## config.mk

```make
export PLATFORM = sky130hd
export DESIGN_NAME = cpu_top
export DESIGN_NICKNAME = d
export VERILOG_FILES = /design/src/source/riscv_isa_pkg.sv /design/src/source/cpu_pkg.sv /design/src/source/cpu_alu.sv /design/src/source/cpu_control.sv /design/src/source/cpu_decoder.sv /design/src/source/cpu_register_file.sv /design/src/source/cpu_top.sv
export SDC_FILE = /design/constraint.sdc
export NUM_CORES = 2
export LEC_CHECK = 0
export BUFFER_PORTS_ARGS = -buffer_cell sky130_fd_sc_hd__buf_2
export CAP_MARGIN = 20
export CELL_PAD_IN_SITES_DETAIL_PLACEMENT = 0
export CELL_PAD_IN_SITES_GLOBAL_PLACEMENT = 1
export CORE_UTILIZATION = 30
export CTS_CLUSTER_DIAMETER = 150
export CTS_CLUSTER_SIZE = 16
export DETAILED_ROUTE_END_ITERATION = 7
export PLACE_DENSITY = 0.5
export SYNTH_ARGS = -nofsm -noshare
export SYNTH_HDL_FRONTEND = slang
export SYNTH_HIERARCHICAL = 1
export SYNTH_SLANG_ARGS = --single-unit
```

## constraint.sdc

```tcl
create_clock -name clk -period 8.6 [get_ports clk]
set_input_delay 1.72 -clock clk [delete_from_list [all_inputs] [get_ports clk]]
set_output_delay 1.72 -clock clk [all_outputs]
set_load 0.005 [all_outputs]
```

## src/source/riscv_isa_pkg.sv

```systemverilog
package riscv_isa_pkg;

    localparam int xlen = 32;

    typedef logic [4:0] reg_addr_t;

    typedef enum logic [6:0] {
        op       = 7'b0110011,
        op_imm   = 7'b0010011,
        lui      = 7'b0110111,
        auipc    = 7'b0010111,
        branch   = 7'b1100011,
        jal      = 7'b1101111,
        jalr     = 7'b1100111,
        load     = 7'b0000011,
        store    = 7'b0100011,
        misc_mem = 7'b0001111
    } opcode_t;

    // ALU operations for OP and OP-IMM.
    localparam logic [2:0] funct3_add_sub = 3'b000;
    localparam logic [2:0] funct3_sll     = 3'b001;
    localparam logic [2:0] funct3_slt     = 3'b010;
    localparam logic [2:0] funct3_sltu    = 3'b011;
    localparam logic [2:0] funct3_xor     = 3'b100;
    localparam logic [2:0] funct3_srl_sra = 3'b101;
    localparam logic [2:0] funct3_or      = 3'b110;
    localparam logic [2:0] funct3_and     = 3'b111;

    // Branch conditions.
    localparam logic [2:0] funct3_beq  = 3'b000;
    localparam logic [2:0] funct3_bne  = 3'b001;
    localparam logic [2:0] funct3_blt  = 3'b100;
    localparam logic [2:0] funct3_bge  = 3'b101;
    localparam logic [2:0] funct3_bltu = 3'b110;
    localparam logic [2:0] funct3_bgeu = 3'b111;

    typedef struct packed {
        logic [6:0] funct7;
        reg_addr_t  rs2;
        reg_addr_t  rs1;
        logic [2:0] funct3;
        reg_addr_t  rd;
        opcode_t    opcode;
    } r_type_t;

    typedef struct packed {
        logic [11:0] imm_11_0;
        reg_addr_t   rs1;
        logic [2:0]  funct3;
        reg_addr_t   rd;
        opcode_t     opcode;
    } i_type_t;

    typedef struct packed {
        logic [6:0] imm_11_5;
        reg_addr_t  rs2;
        reg_addr_t  rs1;
        logic [2:0] funct3;
        logic [4:0] imm_4_0;
        opcode_t    opcode;
    } s_type_t;

    typedef struct packed {
        logic       imm_12;
        logic [5:0] imm_10_5;
        reg_addr_t  rs2;
        reg_addr_t  rs1;
        logic [2:0] funct3;
        logic [3:0] imm_4_1;
        logic       imm_11;
        opcode_t    opcode;
    } b_type_t;

    typedef struct packed {
        logic [19:0] imm_31_12;
        reg_addr_t   rd;
        opcode_t     opcode;
    } u_type_t;

    typedef struct packed {
        logic       imm_20;
        logic [9:0] imm_10_1;
        logic       imm_11;
        logic [7:0] imm_19_12;
        reg_addr_t  rd;
        opcode_t    opcode;
    } j_type_t;

    typedef union packed {
        r_type_t r;
        i_type_t i;
        s_type_t s;
        b_type_t b;
        u_type_t u;
        j_type_t j;
    } instr_u;

endpackage

```

## src/source/cpu_pkg.sv

```systemverilog
package cpu_pkg;

    localparam logic [riscv_isa_pkg::xlen-1:0] reset_vector = 32'h0001_0000;

    typedef enum logic [1:0] {
        fetch,
        execute,
        mem_setup,
        mem_access
    } ctrl_state_t;

    typedef struct packed {
        riscv_isa_pkg::reg_addr_t       rd;
        riscv_isa_pkg::reg_addr_t       rs1;
        riscv_isa_pkg::reg_addr_t       rs2;
        logic [riscv_isa_pkg::xlen-1:0] imm;
        logic [2:0]                     funct3;
        logic                           alt;       // funct7 bit 5.
        logic                           alu_reg;
        logic                           alu_imm;
        logic                           lui;
        logic                           auipc;
        logic                           branch;
        logic                           jal;
        logic                           jalr;
        logic                           load;
        logic                           store;
        logic                           writes_rd; // Never set for x0.
    } decoded_t;

    typedef struct packed {
        logic [riscv_isa_pkg::xlen-1:0] paddr;
        logic                           psel;
        logic                           penable;
        logic                           pwrite;
        logic [riscv_isa_pkg::xlen-1:0] pwdata;
    } apb_req_t;

    typedef struct packed {
        logic [riscv_isa_pkg::xlen-1:0] prdata;
        logic                           pready;
    } apb_rsp_t;

endpackage

```

## src/source/cpu_alu.sv

```systemverilog
`timescale 1ns/1ps

module cpu_alu (
    input  cpu_pkg::decoded_t              dec,
    input  logic [riscv_isa_pkg::xlen-1:0] rs1_data,
    input  logic [riscv_isa_pkg::xlen-1:0] rs2_data,
    output logic [riscv_isa_pkg::xlen-1:0] result,
    output logic                           branch_taken
);

    logic [riscv_isa_pkg::xlen-1:0] operand_b;
    logic [4:0]                     shamt;
    logic                           equal;
    logic                           less_signed;
    logic                           less_unsigned;

    assign operand_b = dec.alu_reg ? rs2_data : dec.imm;
    assign shamt     = operand_b[4:0];

    always_comb begin
        result = rs1_data + operand_b; // Address path for loads, stores and JALR.
        if (dec.alu_reg || dec.alu_imm) begin
            case (dec.funct3)
                riscv_isa_pkg::funct3_add_sub: begin
                    if (dec.alu_reg && dec.alt) begin
                        result = rs1_data - operand_b;
                    end
                end
                riscv_isa_pkg::funct3_sll:  result = rs1_data << shamt;
                riscv_isa_pkg::funct3_slt:  result = {31'b0, $signed(rs1_data) < $signed(operand_b)};
                riscv_isa_pkg::funct3_sltu: result = {31'b0, rs1_data < operand_b};
                riscv_isa_pkg::funct3_xor:  result = rs1_data ^ operand_b;
                riscv_isa_pkg::funct3_srl_sra: begin
                    if (dec.alt) begin
                        result = $signed(rs1_data) >>> shamt;
                    end else begin
                        result = rs1_data >> shamt;
                    end
                end
                riscv_isa_pkg::funct3_or:   result = rs1_data | operand_b;
                riscv_isa_pkg::funct3_and:  result = rs1_data & operand_b;
            endcase
        end
    end

    assign equal         = rs1_data == rs2_data;
    assign less_signed   = $signed(rs1_data) < $signed(rs2_data);
    assign less_unsigned = rs1_data < rs2_data;

    always_comb begin
        case (dec.funct3)
            riscv_isa_pkg::funct3_beq:  branch_taken = equal;
            riscv_isa_pkg::funct3_bne:  branch_taken = !equal;
            riscv_isa_pkg::funct3_blt:  branch_taken = less_signed;
            riscv_isa_pkg::funct3_bge:  branch_taken = !less_signed;
            riscv_isa_pkg::funct3_bltu: branch_taken = less_unsigned;
            riscv_isa_pkg::funct3_bgeu: branch_taken = !less_unsigned;
            default:                    branch_taken = 1'b0;
        endcase
    end

endmodule

```

## src/source/cpu_control.sv

```systemverilog
`timescale 1ns/1ps

module cpu_control (
    input  logic                           clk,
    input  logic                           reset,
    output logic [riscv_isa_pkg::xlen-1:0] imem_addr,
    input  riscv_isa_pkg::instr_u          imem_data,
    output riscv_isa_pkg::instr_u          instr,
    output logic                           instr_valid,
    input  cpu_pkg::decoded_t              dec,
    input  logic [riscv_isa_pkg::xlen-1:0] alu_result,
    input  logic                           branch_taken,
    input  logic [riscv_isa_pkg::xlen-1:0] rs2_data,
    output logic                           rd_write,
    output riscv_isa_pkg::reg_addr_t       rd_addr,
    output logic [riscv_isa_pkg::xlen-1:0] rd_value,
    output cpu_pkg::apb_req_t              apb_req,
    input  cpu_pkg::apb_rsp_t              apb_rsp
);

    cpu_pkg::ctrl_state_t           state;
    logic [riscv_isa_pkg::xlen-1:0] pc;
    logic [riscv_isa_pkg::xlen-1:0] mem_addr;
    logic [riscv_isa_pkg::xlen-1:0] pc_plus_4;
    logic [riscv_isa_pkg::xlen-1:0] pc_plus_imm;
    logic [riscv_isa_pkg::xlen-1:0] next_pc;
    logic                           mem_op;

    assign pc_plus_4   = pc + 32'd4;
    assign pc_plus_imm = pc + dec.imm;
    assign mem_op      = dec.load || dec.store;

    always_comb begin
        if (dec.jalr) begin
            next_pc = {alu_result[31:1], 1'b0};
        end else if (dec.jal || (dec.branch && branch_taken)) begin
            next_pc = pc_plus_imm;
        end else begin
            next_pc = pc_plus_4;
        end
    end

    always_ff @(posedge clk) begin
        if (reset) begin
            state <= cpu_pkg::fetch;
            pc    <= cpu_pkg::reset_vector;
        end else begin
            case (state)
                cpu_pkg::fetch: state <= cpu_pkg::execute;
                cpu_pkg::execute: begin
                    if (mem_op) begin
                        state <= cpu_pkg::mem_setup;
                    end else begin
                        state <= cpu_pkg::fetch;
                        pc    <= next_pc;
                    end
                end
                cpu_pkg::mem_setup: state <= cpu_pkg::mem_access;
                default: begin
                    if (apb_rsp.pready) begin
                        state <= cpu_pkg::fetch;
                        pc    <= pc_plus_4;
                    end
                end
            endcase
        end
    end

    always_ff @(posedge clk) begin
        if (state == cpu_pkg::fetch) begin
            instr <= imem_data;
        end
        if (state == cpu_pkg::execute) begin
            mem_addr <= alu_result;
        end
    end

    assign imem_addr   = pc;
    assign instr_valid = state == cpu_pkg::execute;

    always_comb begin
        if (dec.load) begin
            rd_value = apb_rsp.prdata;
        end else if (dec.lui) begin
            rd_value = dec.imm;
        end else if (dec.auipc) begin
            rd_value = pc_plus_imm;
        end else if (dec.jal || dec.jalr) begin
            rd_value = pc_plus_4;
        end else begin
            rd_value = alu_result;
        end
    end

    assign rd_addr  = dec.rd;
    assign rd_write = !reset && dec.writes_rd
                      && ((state == cpu_pkg::execute && !dec.load)
                          || (state == cpu_pkg::mem_access && apb_rsp.pready));

    assign apb_req.paddr   = mem_addr;
    assign apb_req.psel    = state == cpu_pkg::mem_setup || state == cpu_pkg::mem_access;
    assign apb_req.penable = state == cpu_pkg::mem_access;
    assign apb_req.pwrite  = dec.store;
    assign apb_req.pwdata  = rs2_data; // Register file is idle until the transfer ends.

    a_apb_stable: assert property (@(posedge clk) disable iff (reset)
        apb_req.penable && !apb_rsp.pready |=> $stable(apb_req));

    a_pc_aligned: assert property (@(posedge clk) disable iff (reset)
        state == cpu_pkg::execute && !mem_op |-> next_pc[1:0] == 2'b00);

    a_addr_aligned: assert property (@(posedge clk) disable iff (reset)
        state == cpu_pkg::execute && mem_op |-> alu_result[1:0] == 2'b00);

endmodule

```

## src/source/cpu_decoder.sv

```systemverilog
`timescale 1ns/1ps

module cpu_decoder (
    input  logic                  clk,
    input  riscv_isa_pkg::instr_u instr,
    input  logic                  instr_valid,
    output cpu_pkg::decoded_t     dec
);

    always_comb begin
        dec        = '0;
        dec.rd     = instr.r.rd;
        dec.rs1    = instr.r.rs1;
        dec.rs2    = instr.r.rs2;
        dec.funct3 = instr.r.funct3;
        dec.alt    = instr.r.funct7[5];
        case (instr.r.opcode)
            riscv_isa_pkg::op: begin
                dec.alu_reg = 1'b1;
            end
            riscv_isa_pkg::op_imm: begin
                dec.alu_imm = 1'b1;
                dec.imm     = {{20{instr.i.imm_11_0[11]}}, instr.i.imm_11_0};
            end
            riscv_isa_pkg::lui: begin
                dec.lui = 1'b1;
                dec.imm = {instr.u.imm_31_12, 12'b0};
            end
            riscv_isa_pkg::auipc: begin
                dec.auipc = 1'b1;
                dec.imm   = {instr.u.imm_31_12, 12'b0};
            end
            riscv_isa_pkg::branch: begin
                dec.branch = 1'b1;
                dec.imm    = {{19{instr.b.imm_12}}, instr.b.imm_12, instr.b.imm_11,
                              instr.b.imm_10_5, instr.b.imm_4_1, 1'b0};
            end
            riscv_isa_pkg::jal: begin
                dec.jal = 1'b1;
                dec.imm = {{11{instr.j.imm_20}}, instr.j.imm_20, instr.j.imm_19_12,
                           instr.j.imm_11, instr.j.imm_10_1, 1'b0};
            end
            riscv_isa_pkg::jalr: begin
                dec.jalr = 1'b1;
                dec.imm  = {{20{instr.i.imm_11_0[11]}}, instr.i.imm_11_0};
            end
            riscv_isa_pkg::load: begin
                dec.load = 1'b1;
                dec.imm  = {{20{instr.i.imm_11_0[11]}}, instr.i.imm_11_0};
            end
            riscv_isa_pkg::store: begin
                dec.store = 1'b1;
                dec.imm   = {{20{instr.s.imm_11_5[6]}}, instr.s.imm_11_5, instr.s.imm_4_0};
            end
            default: begin
                // FENCE and unknown opcodes do nothing.
            end
        endcase
        dec.writes_rd = (dec.alu_reg | dec.alu_imm | dec.lui | dec.auipc | dec.jal | dec.jalr
                         | dec.load) && (instr.r.rd != '0);
    end

    a_supported_opcode: assert property (@(posedge clk)
        instr_valid |-> instr.r.opcode inside {
            riscv_isa_pkg::op, riscv_isa_pkg::op_imm, riscv_isa_pkg::lui,
            riscv_isa_pkg::auipc, riscv_isa_pkg::branch, riscv_isa_pkg::jal,
            riscv_isa_pkg::jalr, riscv_isa_pkg::load, riscv_isa_pkg::store,
            riscv_isa_pkg::misc_mem});

endmodule

```

## src/source/cpu_register_file.sv

```systemverilog
`timescale 1ns/1ps

module cpu_register_file (
    input  logic                           clk,
    input  riscv_isa_pkg::reg_addr_t       rs1_addr,
    input  riscv_isa_pkg::reg_addr_t       rs2_addr,
    output logic [riscv_isa_pkg::xlen-1:0] rs1_data,
    output logic [riscv_isa_pkg::xlen-1:0] rs2_data,
    input  logic                           write,
    input  riscv_isa_pkg::reg_addr_t       rd_addr,
    input  logic [riscv_isa_pkg::xlen-1:0] rd_value
);

    logic [riscv_isa_pkg::xlen-1:0] regs [31:1]; // No storage for x0.

    always_ff @(posedge clk) begin
        if (write) begin
            regs[rd_addr] <= rd_value;
        end
    end

    assign rs1_data = (rs1_addr == '0) ? '0 : regs[rs1_addr];
    assign rs2_data = (rs2_addr == '0) ? '0 : regs[rs2_addr];

endmodule

```

## src/source/cpu_top.sv

```systemverilog
`timescale 1ns/1ps

module cpu_top (
    input  logic                           clk,
    input  logic                           reset,
    output logic [riscv_isa_pkg::xlen-1:0] imem_addr,
    input  riscv_isa_pkg::instr_u          imem_data,
    output cpu_pkg::apb_req_t              apb_req,
    input  cpu_pkg::apb_rsp_t              apb_rsp
);

    riscv_isa_pkg::instr_u          instr;
    logic                           instr_valid;
    cpu_pkg::decoded_t              dec;
    logic [riscv_isa_pkg::xlen-1:0] rs1_data;
    logic [riscv_isa_pkg::xlen-1:0] rs2_data;
    logic [riscv_isa_pkg::xlen-1:0] alu_result;
    logic                           branch_taken;
    logic                           rd_write;
    riscv_isa_pkg::reg_addr_t       rd_addr;
    logic [riscv_isa_pkg::xlen-1:0] rd_value;

    cpu_control control (
        .clk(clk),
        .reset(reset),
        .imem_addr(imem_addr),
        .imem_data(imem_data),
        .instr(instr),
        .instr_valid(instr_valid),
        .dec(dec),
        .alu_result(alu_result),
        .branch_taken(branch_taken),
        .rs2_data(rs2_data),
        .rd_write(rd_write),
        .rd_addr(rd_addr),
        .rd_value(rd_value),
        .apb_req(apb_req),
        .apb_rsp(apb_rsp)
    );

    cpu_decoder decoder (
        .clk(clk),
        .instr(instr),
        .instr_valid(instr_valid),
        .dec(dec)
    );

    cpu_register_file register_file (
        .clk(clk),
        .rs1_addr(dec.rs1),
        .rs2_addr(dec.rs2),
        .rs1_data(rs1_data),
        .rs2_data(rs2_data),
        .write(rd_write),
        .rd_addr(rd_addr),
        .rd_value(rd_value)
    );

    cpu_alu alu (
        .dec(dec),
        .rs1_data(rs1_data),
        .rs2_data(rs2_data),
        .result(alu_result),
        .branch_taken(branch_taken)
    );

endmodule

```

# After elaboration in Yosys (flattened, before gate mapping)
# Memories as Yosys holds them, arrays and structs flattened. A register that Yosys moved wholly into a read port is not among the register bits.
# Index checks and enable logic that the tools add are counted.
# W data, S select, Z words.
word_totals:
  regBits: 98
  wordCells: 110
  mem_bits_rw: 992
  n_memories: 1
  input_bits: 67
  out_inout_bits: 99
op_classes:
  n_eq_ne: 21
  shift: 3
  n_bitwise: 10
  n_lt_le_gt_ge: 4
  reduce_logical: 29
  mux: 34
  n_addsub: 4
memory_table:
  columns: ["name", "words", "width", "rd", "rd_ports_with_merged_regs", "write_ports", "line", "source"]
  rows:
  - ["register_file.regs", 31, 32, 2, 2, 1, "cpu_register_file.sv:14", "logic [riscv_isa_pkg::xlen-1:0] regs [31:1];"]
ops:
  columns: ["cell", "n"]
  rows:
  - ["$mux W32", 14]
  - ["$pmux W32 S8", 1]
  - ["$pmux W32 S5", 1]
  - ["$lt A32 B32 Y1", 4]
  - ["$add A32 B32 Y32", 2]
  - ["$pmux W32 S2", 1]
  - ["$add A32 B3 Y32 const B", 1]
  - ["$and A32 B32 Y32", 1]
  - ["$eq A32 B32 Y1", 1]
  - ["$or A32 B32 Y32", 1]
  - ["$shl A32 B5 Y32", 1]
  - ["$shr A32 B5 Y32", 1]
  - ["$sshr A32 B5 Y32", 1]
  - ["$sub A32 B32 Y32", 1]
  - ["$xor A32 B32 Y32", 1]
  - ["$eq A7 B6 Y1 const B", 3]
  - ["$eq A7 B7 Y1 const B", 3]
  - ["$eq A7 B5 Y1 const B", 2]
  - ["$eq A3 B3 Y1 const B", 4]
  - ["$mux W1", 11]
  - ["$logic_not A5 Y1", 2]
  - ["$mux W5", 2]
  - ["$eq A7 B2 Y1 const B", 1]
  - ["$logic_and A1 B1 Y1", 7]
  - ["20 further kinds", 38]

# Logic depth before layout (Yosys ltp)
depth:
  depth_word: 13
  mapped_depth: 32
  depth_no_buf: 23

# Modules after synthesis
# The synthesis kept the hierarchy.
modules_own_cells:
  columns: ["module", "area_each_um2", "cells_each", "n_inst", "seq_area_each_um2"]
  rows:
  - ["cpu_register_file", 46498.3, 2601, 1, 29788.6]
  - ["cpu_alu", 10344.9, 1571, 1, 0.0]
  - ["cpu_control", 7297.0, 865, 1, 2602.5]
  - ["cpu_decoder", 767.0, 112, 1, 0.0]

# Worst setup path after synthesis
# Ideal clock, no wire load.
synth_timing:
  kind: "reg2reg"
  from: "register control/instr[20] (netlist bit)"
  to: "memory register_file/regs[10][19] (netlist bit), data pin"
  setup_time_ns: 0.446
  required_ns: 8.154
  t_arrival_ns: 7.079
  synth_period_minus_slack_ns: 7.525
  path_stages_with_launch: 28
  setup_slack_ns: 1.075
  n_path_buf: 7
  cell_sequence: "edfxtp_1 > buf_4 > buf_2 > buf_4 > buf_2 > mux4_2 > mux2_2 > nand2_1 > nand4_1 > mux2i_4 > buf_2 > buf_2 > buf_1 > ha_1 > o21bai_1 > o211ai_1 > a221oi_1 > a2111oi_4 > nor4b_1 > nor2_1 > o31ai_1 > xor2_1 > a221oi_1 > nor2_1 > a211oi_1 > a211o_1 > o21ai_0 > o21ai_0"
synth_between:
  elab_chain_len: 11
  elab_cells_between_ends: 21
  cone_classes: "add/sub: 3; shift: 3; mux: 11; bitwise: 3; reduce/logical: 1"
synth_rtl:
  columns: ["item", "line", "source"]
  rows:
  - ["from (decl)", "cpu_control.sv:8", "output riscv_isa_pkg::instr_u instr,"]
  - ["from (signal assigned)", "cpu_control.sv:71", "instr <= imem_data;"]
  - ["$logic_not A5 Y1 (*)", "cpu_register_file.sv:23", "assign rs2_data = (rs2_addr == '0) ? '0 : regs[rs2_addr];"]
  - ["$mux W32 (*)", "cpu_register_file.sv:23", null]
  - ["via rs2_data (one bit)", "cpu_top.sv:16", "logic [riscv_isa_pkg::xlen-1:0] rs2_data;"]
  - ["$mux W32 (*)", "cpu_alu.sv:17", "assign operand_b = dec.alu_reg ? rs2_data : dec.imm;"]
  - ["$add A32 B32 Y32 (tied with other cells)", "cpu_alu.sv:21", "result = rs1_data + operand_b;"]
  - ["$mux W32, on equally long branches", "cpu_alu.sv:25, cpu_alu.sv:34", null]
  - ["$pmux W32 S8", "cpu_alu.sv:23", "case (dec.funct3)"]
  - ["$mux W32 (*)", "cpu_alu.sv:22", "if (dec.alu_reg || dec.alu_imm) begin"]
  - ["via alu_result (one bit)", "cpu_top.sv:17", "logic [riscv_isa_pkg::xlen-1:0] alu_result;"]
  - ["$mux W32 (*)", "cpu_control.sv:88", "end else if (dec.jal || dec.jalr) begin"]
  - ["$mux W32 (*)", "cpu_control.sv:86", "end else if (dec.auipc) begin"]
  - ["$mux W32 (*)", "cpu_control.sv:84", "end else if (dec.lui) begin"]
  - ["$mux W32 (*)", "cpu_control.sv:82", "if (dec.load) begin"]
  - ["via rd_value (one bit)", "cpu_top.sv:21", "logic [riscv_isa_pkg::xlen-1:0] rd_value;"]
  - ["to (decl)", "cpu_register_file.sv:14", null]
# Mark *: on every way through the listed nets, which the timed path passes. The rest lies on a longest branch.

# Worst setup path after layout
layout_timing:
  from: "register control/instr[21] (netlist bit)"
  to: "memory register_file/regs[15][15] (netlist bit), data pin"
layout_between:
  elab_chain_len: 11
  elab_cells_between_ends: 21
  cone_classes: "add/sub: 3; shift: 3; mux: 11; bitwise: 3; reduce/logical: 1"
layout_rtl:
  columns: ["item", "line"]
  rows:
  - ["$logic_not A5 Y1", "cpu_register_file.sv:23"]
  - ["$mux W32", "cpu_register_file.sv:23"]
  - ["$mux W32 (*)", "cpu_alu.sv:17"]
  - ["$add A32 B32 Y32 (tied with other cells)", "cpu_alu.sv:21"]
  - ["$mux W32, on equally long branches", "cpu_alu.sv:25, cpu_alu.sv:34"]
  - ["$pmux W32 S8", "cpu_alu.sv:23"]
  - ["$mux W32 (*)", "cpu_alu.sv:22"]
  - ["via alu_result (one bit)", "cpu_top.sv:17"]
  - ["$mux W32 (*)", "cpu_control.sv:88"]
  - ["$mux W32 (*)", "cpu_control.sv:86"]
  - ["$mux W32 (*)", "cpu_control.sv:84"]
  - ["$mux W32 (*)", "cpu_control.sv:82"]
  - ["via rd_value (one bit)", "cpu_top.sv:21"]
# Marks and branches as above.

==> impl_metrics.csv <==
group,metric,value,unit
logic_synthesis,seq_area_frac_synth,49.9,%
critical_path,critical_path_required,9080,ps
sta,fin_hold_ws,588,ps
pwr,total_power,13.7,mW
run,maxCapViolCount,0,
worst_hold_path,hold_path.class,"flip-flop to flip-flop",
critical_path,path_delay_family,"compound AO/OA/AOI/OAI gates",
cells_and_area,final_cell_mix,"edfxtp_1, mux2i_1, nand2_1",
drt,routedWlPerCell,35.6,µm
drt,vias,48100,
sta,rsz0062_at_grt,"no",
cells_and_area,drive_gt1_share,20.5,%
clocking,clk_latency,750,ps
critical_path,cp_data_arrival_time,8680,ps
clocking,clockBufferDepth,3,
drt,drtIter0Drc,5074,
logic_synthesis,synth_adder_area_share,3.22,%
critical_path,critPathLaunchType,"flip-flop",
floorplan,die_h,467,µm
logic_synthesis,synth_cell_types,122,
logic_synthesis,syn_area,0.0649,mm²
cells_and_area,nFillCells,21300,
place,dp_worst_setup_slack,488,ps
drt,routed_via_density,5.92,
logic_synthesis,yosys.area_share.simple,8.32,%
clocking,cts_root_buffer,"clkbuf_16",
logic_synthesis,synth.net_count,5381,
logic_synthesis,synth-seq-cells,1090,
floorplan,die_x,467,µm
critical_path,worst-path-max-fanout,31,
grt,antenna_found_initial,13,
sta,setup_viol,0,
logic_synthesis,yosys-mux-area-fraction,20.2,%
cells_and_area,nets,5503,
place,placed_area,0.0703,mm²
pwr,internal_power,9.08,mW
pwr,powerDensity,189,mW/mm²
sta,slew_headroom,21.5,%
critical_path,critical_path_class,"flip-flop to flip-flop",
drt,finalWirelength,290000,µm
logic_synthesis,yosys.area_share.xor_xnor,1.27,%
pwr,power_frac_seq,45.8,%
sta,worst_slack,402,ps
logic_synthesis,yosys.area.top_type,"edfxtp_1",
sta,finalSetupTns,0,ps
floorplan,boundaryPins,166,
clocking,clock-sinks,1090,
place,dpl.hpwl,201000,µm
grt,grt_use_total,26.0,%
drt,first_pass_iters,6,
grt,grt_pass1_vias,47400,
floorplan,core,0.215,mm²
logic_synthesis,synth_compound_area_share,12.7,%
drt,postRouteAntennaNets,0,
sta,tightestPinTransition,1180,ps
pwr,p_switching,4.59,mW
cells_and_area,layout_commonest_cell,"edfxtp_1",
cells_and_area,multiInputGateArea,0.0302,mm²
clocking,ctsHtreeMaxLevel,3,
status,status,"finished, final reports clean",
drt,drc,0,
pwr,vdd_drop_max,0.143,mV
grt,overflow,0,
clocking,cts.repair.resized,0,
logic_synthesis,synth_edf_count,1056,
logic_synthesis,synth_top_area_share,48.9,%
floorplan,dieArea,0.218,mm²
floorplan,num_rows,170,
sta,fmax,122,MHz
critical_path,crit_chain,"nor2_4, buf_4, buf_4, a22oi_1, nand3_1, nand4_1, mux2i_1, ha_1, nor2_1, nand4_1, a221oi_1, a21oi_1, o311ai_0, o221ai_1, a21oi_1, buf_4, nor2_1, a211oi_1, a21oi_1, a21oi_2, buf_4",
sta,fin_crit_sh,95.3,%
logic_synthesis,synth_top_family_by_area,"multiplexers",
logic_synthesis,synth_top_flop_cell,"edfxtp_1",
clocking,cts_buffers,79,
clocking,cts_tree,"done",
sta,fin_skew,65.2,ps
clocking,cts_setup_buffers,0,
critical_path,cpMostUsedCell,"buf_4",
logic_synthesis,async_flop_share,0,%
place,gp_congestion,0.947,
logic_synthesis,netlist_instances,5149,
pwr,power_frac_comb,27.4,%
sta,final-hold-violation-count,0,
floorplan,start_util,30.2,%
critical_path,cpPeakStageDelay,860,ps
logic_synthesis,yosys_warnings,6,
critical_path,cp-end-kind,"flip-flop",
cells_and_area,seq_area,0.0324,mm²
place,portBuffers,165,
grt,grt_pass1_wl,395000,µm
critical_path,crit_slowest_cell,"nor2_4",
sta,period_needed,8200,ps
cells_and_area,final_cell_area,0.0725,mm²
logic_synthesis,avgSynthCellArea,12.6,µm²
clocking,clk_pin_slew,90,ps
clocking,cts-hold-fix-buffers,0,
cells_and_area,syn_to_final_growth,11.7,%
critical_path,path_buf_inv,4,
pwr,swShare,33.6,%
grt,grt_max_degree,64,
sta,drv_slew,0,
pwr,leakage,25.4,nW
pwr,clockPowerShare,26.8,%
logic_synthesis,yosys-top-cells-area,"edfxtp_1, mux4_2, mux2i_1",
==> per-layer routing <==
layer	part of all wire (%)	GRT usage (%)	vias to the layer above
li1	-	-	20400
met1	42	34.1	25300
met2	47	42.4	1950
met3	6.0	3.62	428
met4	5.2	12.0	4
met5	0.010	0	-
==> worst reg2reg max path, stage by stage, from the launching register on <==
cell and delay [ps]:
edfxtp_1 630, nor2_4 870, buf_4 410, buf_4 280, a22oi_1 90, nand3_1 120
nand4_1 490, mux2i_1 750, ha_1 480, nor2_1 300, nand4_1 130, a221oi_1 580
a21oi_1 250, o311ai_0 680, o221ai_1 190, a21oi_1 180, buf_4 180, nor2_1 60
a211oi_1 290, a21oi_1 190, a21oi_2 390, buf_4 400
==> final cells by class <==
class,count,share of cell area [%]
flip-flops and latches,1090,44.7
multi-input cells,3476,41.6
repair buffers,464,4.96
well taps,2838,4.90
clock buffers,84,2.78
inverters,160,0.835
clock inverters,10,0.223
diodes,8,0.0276
==> cells by family after synthesis <==
group / Yosys count
adders and majority gates: 165
and+or+nand+nor: 1151
DFF: 1090
buffers and inverters: 583
AOI/OAI and AO/OA: 1215
muxes: 852
xor gates and xnor gates: 93
==> power by group through the flow <==
stage	registers [mW]	clock network (mW)	logic (mW)
floorplan	6.37	0	2.01
CTS	6.26	3.76	3.71
global placement	6.38	0	3.72
global route	6.27	3.91	3.93
detailed placement	6.38	0	3.70
finish	6.26	3.67	3.74
==> cell usage after synthesis (46+ instances only) <==
cell type / instances
o21ai_0: 197
nor2_1: 358
ha_1: 162
a211oi_1: 73
buf_2: 93
mux2i_1: 455
edfxtp_1: 1056
mux4_2: 345
a21oi_1: 315
nor3_1: 64
a211o_1: 46
a22o_1: 74
inv_1: 153
nand3_1: 108
nor2b_1: 56
clkbuf_1: 182
xnor2_1: 58
a22oi_1: 106
nand2_1: 349
buf_4: 95
==> metrics by stage <==
stage | util (%) | std cells
2_1_floorplan | - | 5149
3_3_place_gp | 32.6 | 8019
3_5_place_dp | 32.7 | 8027
4_1_cts | 33.7 | 8121
5_1_grt | 33.7 | 8125
6_report | 33.7 | 8130
==> sequential cells by signal, indices dropped and copies added, names as in the netlist <==
register and count:
control/imem_addr 32, control/instr 32, register_file/regs 992, control/state 2, control/mem_addr 32
==> worst paths after layout <==
check / start / slack [ps] / cells past startpoint / endpoint
worst max-delay path: control/instr[21]$_DFFE_PP_ / 400 / 21 / register_file/regs[15][15]$_DFFE_PP_
worst min-delay path: control/imem_addr[15]$_SDFFE_PP0P_ / 590 / 2 / control/imem_addr[15]$_SDFFE_PP0P_
worst max register to register: control/instr[21]$_DFFE_PP_ / 400 / 21 / register_file/regs[15][15]$_DFFE_PP_
worst min register to register: control/imem_addr[15]$_SDFFE_PP0P_ / 590 / 2 / control/imem_addr[15]$_SDFFE_PP0P_
No activity file was read; power rests on OpenSTA's default activity.
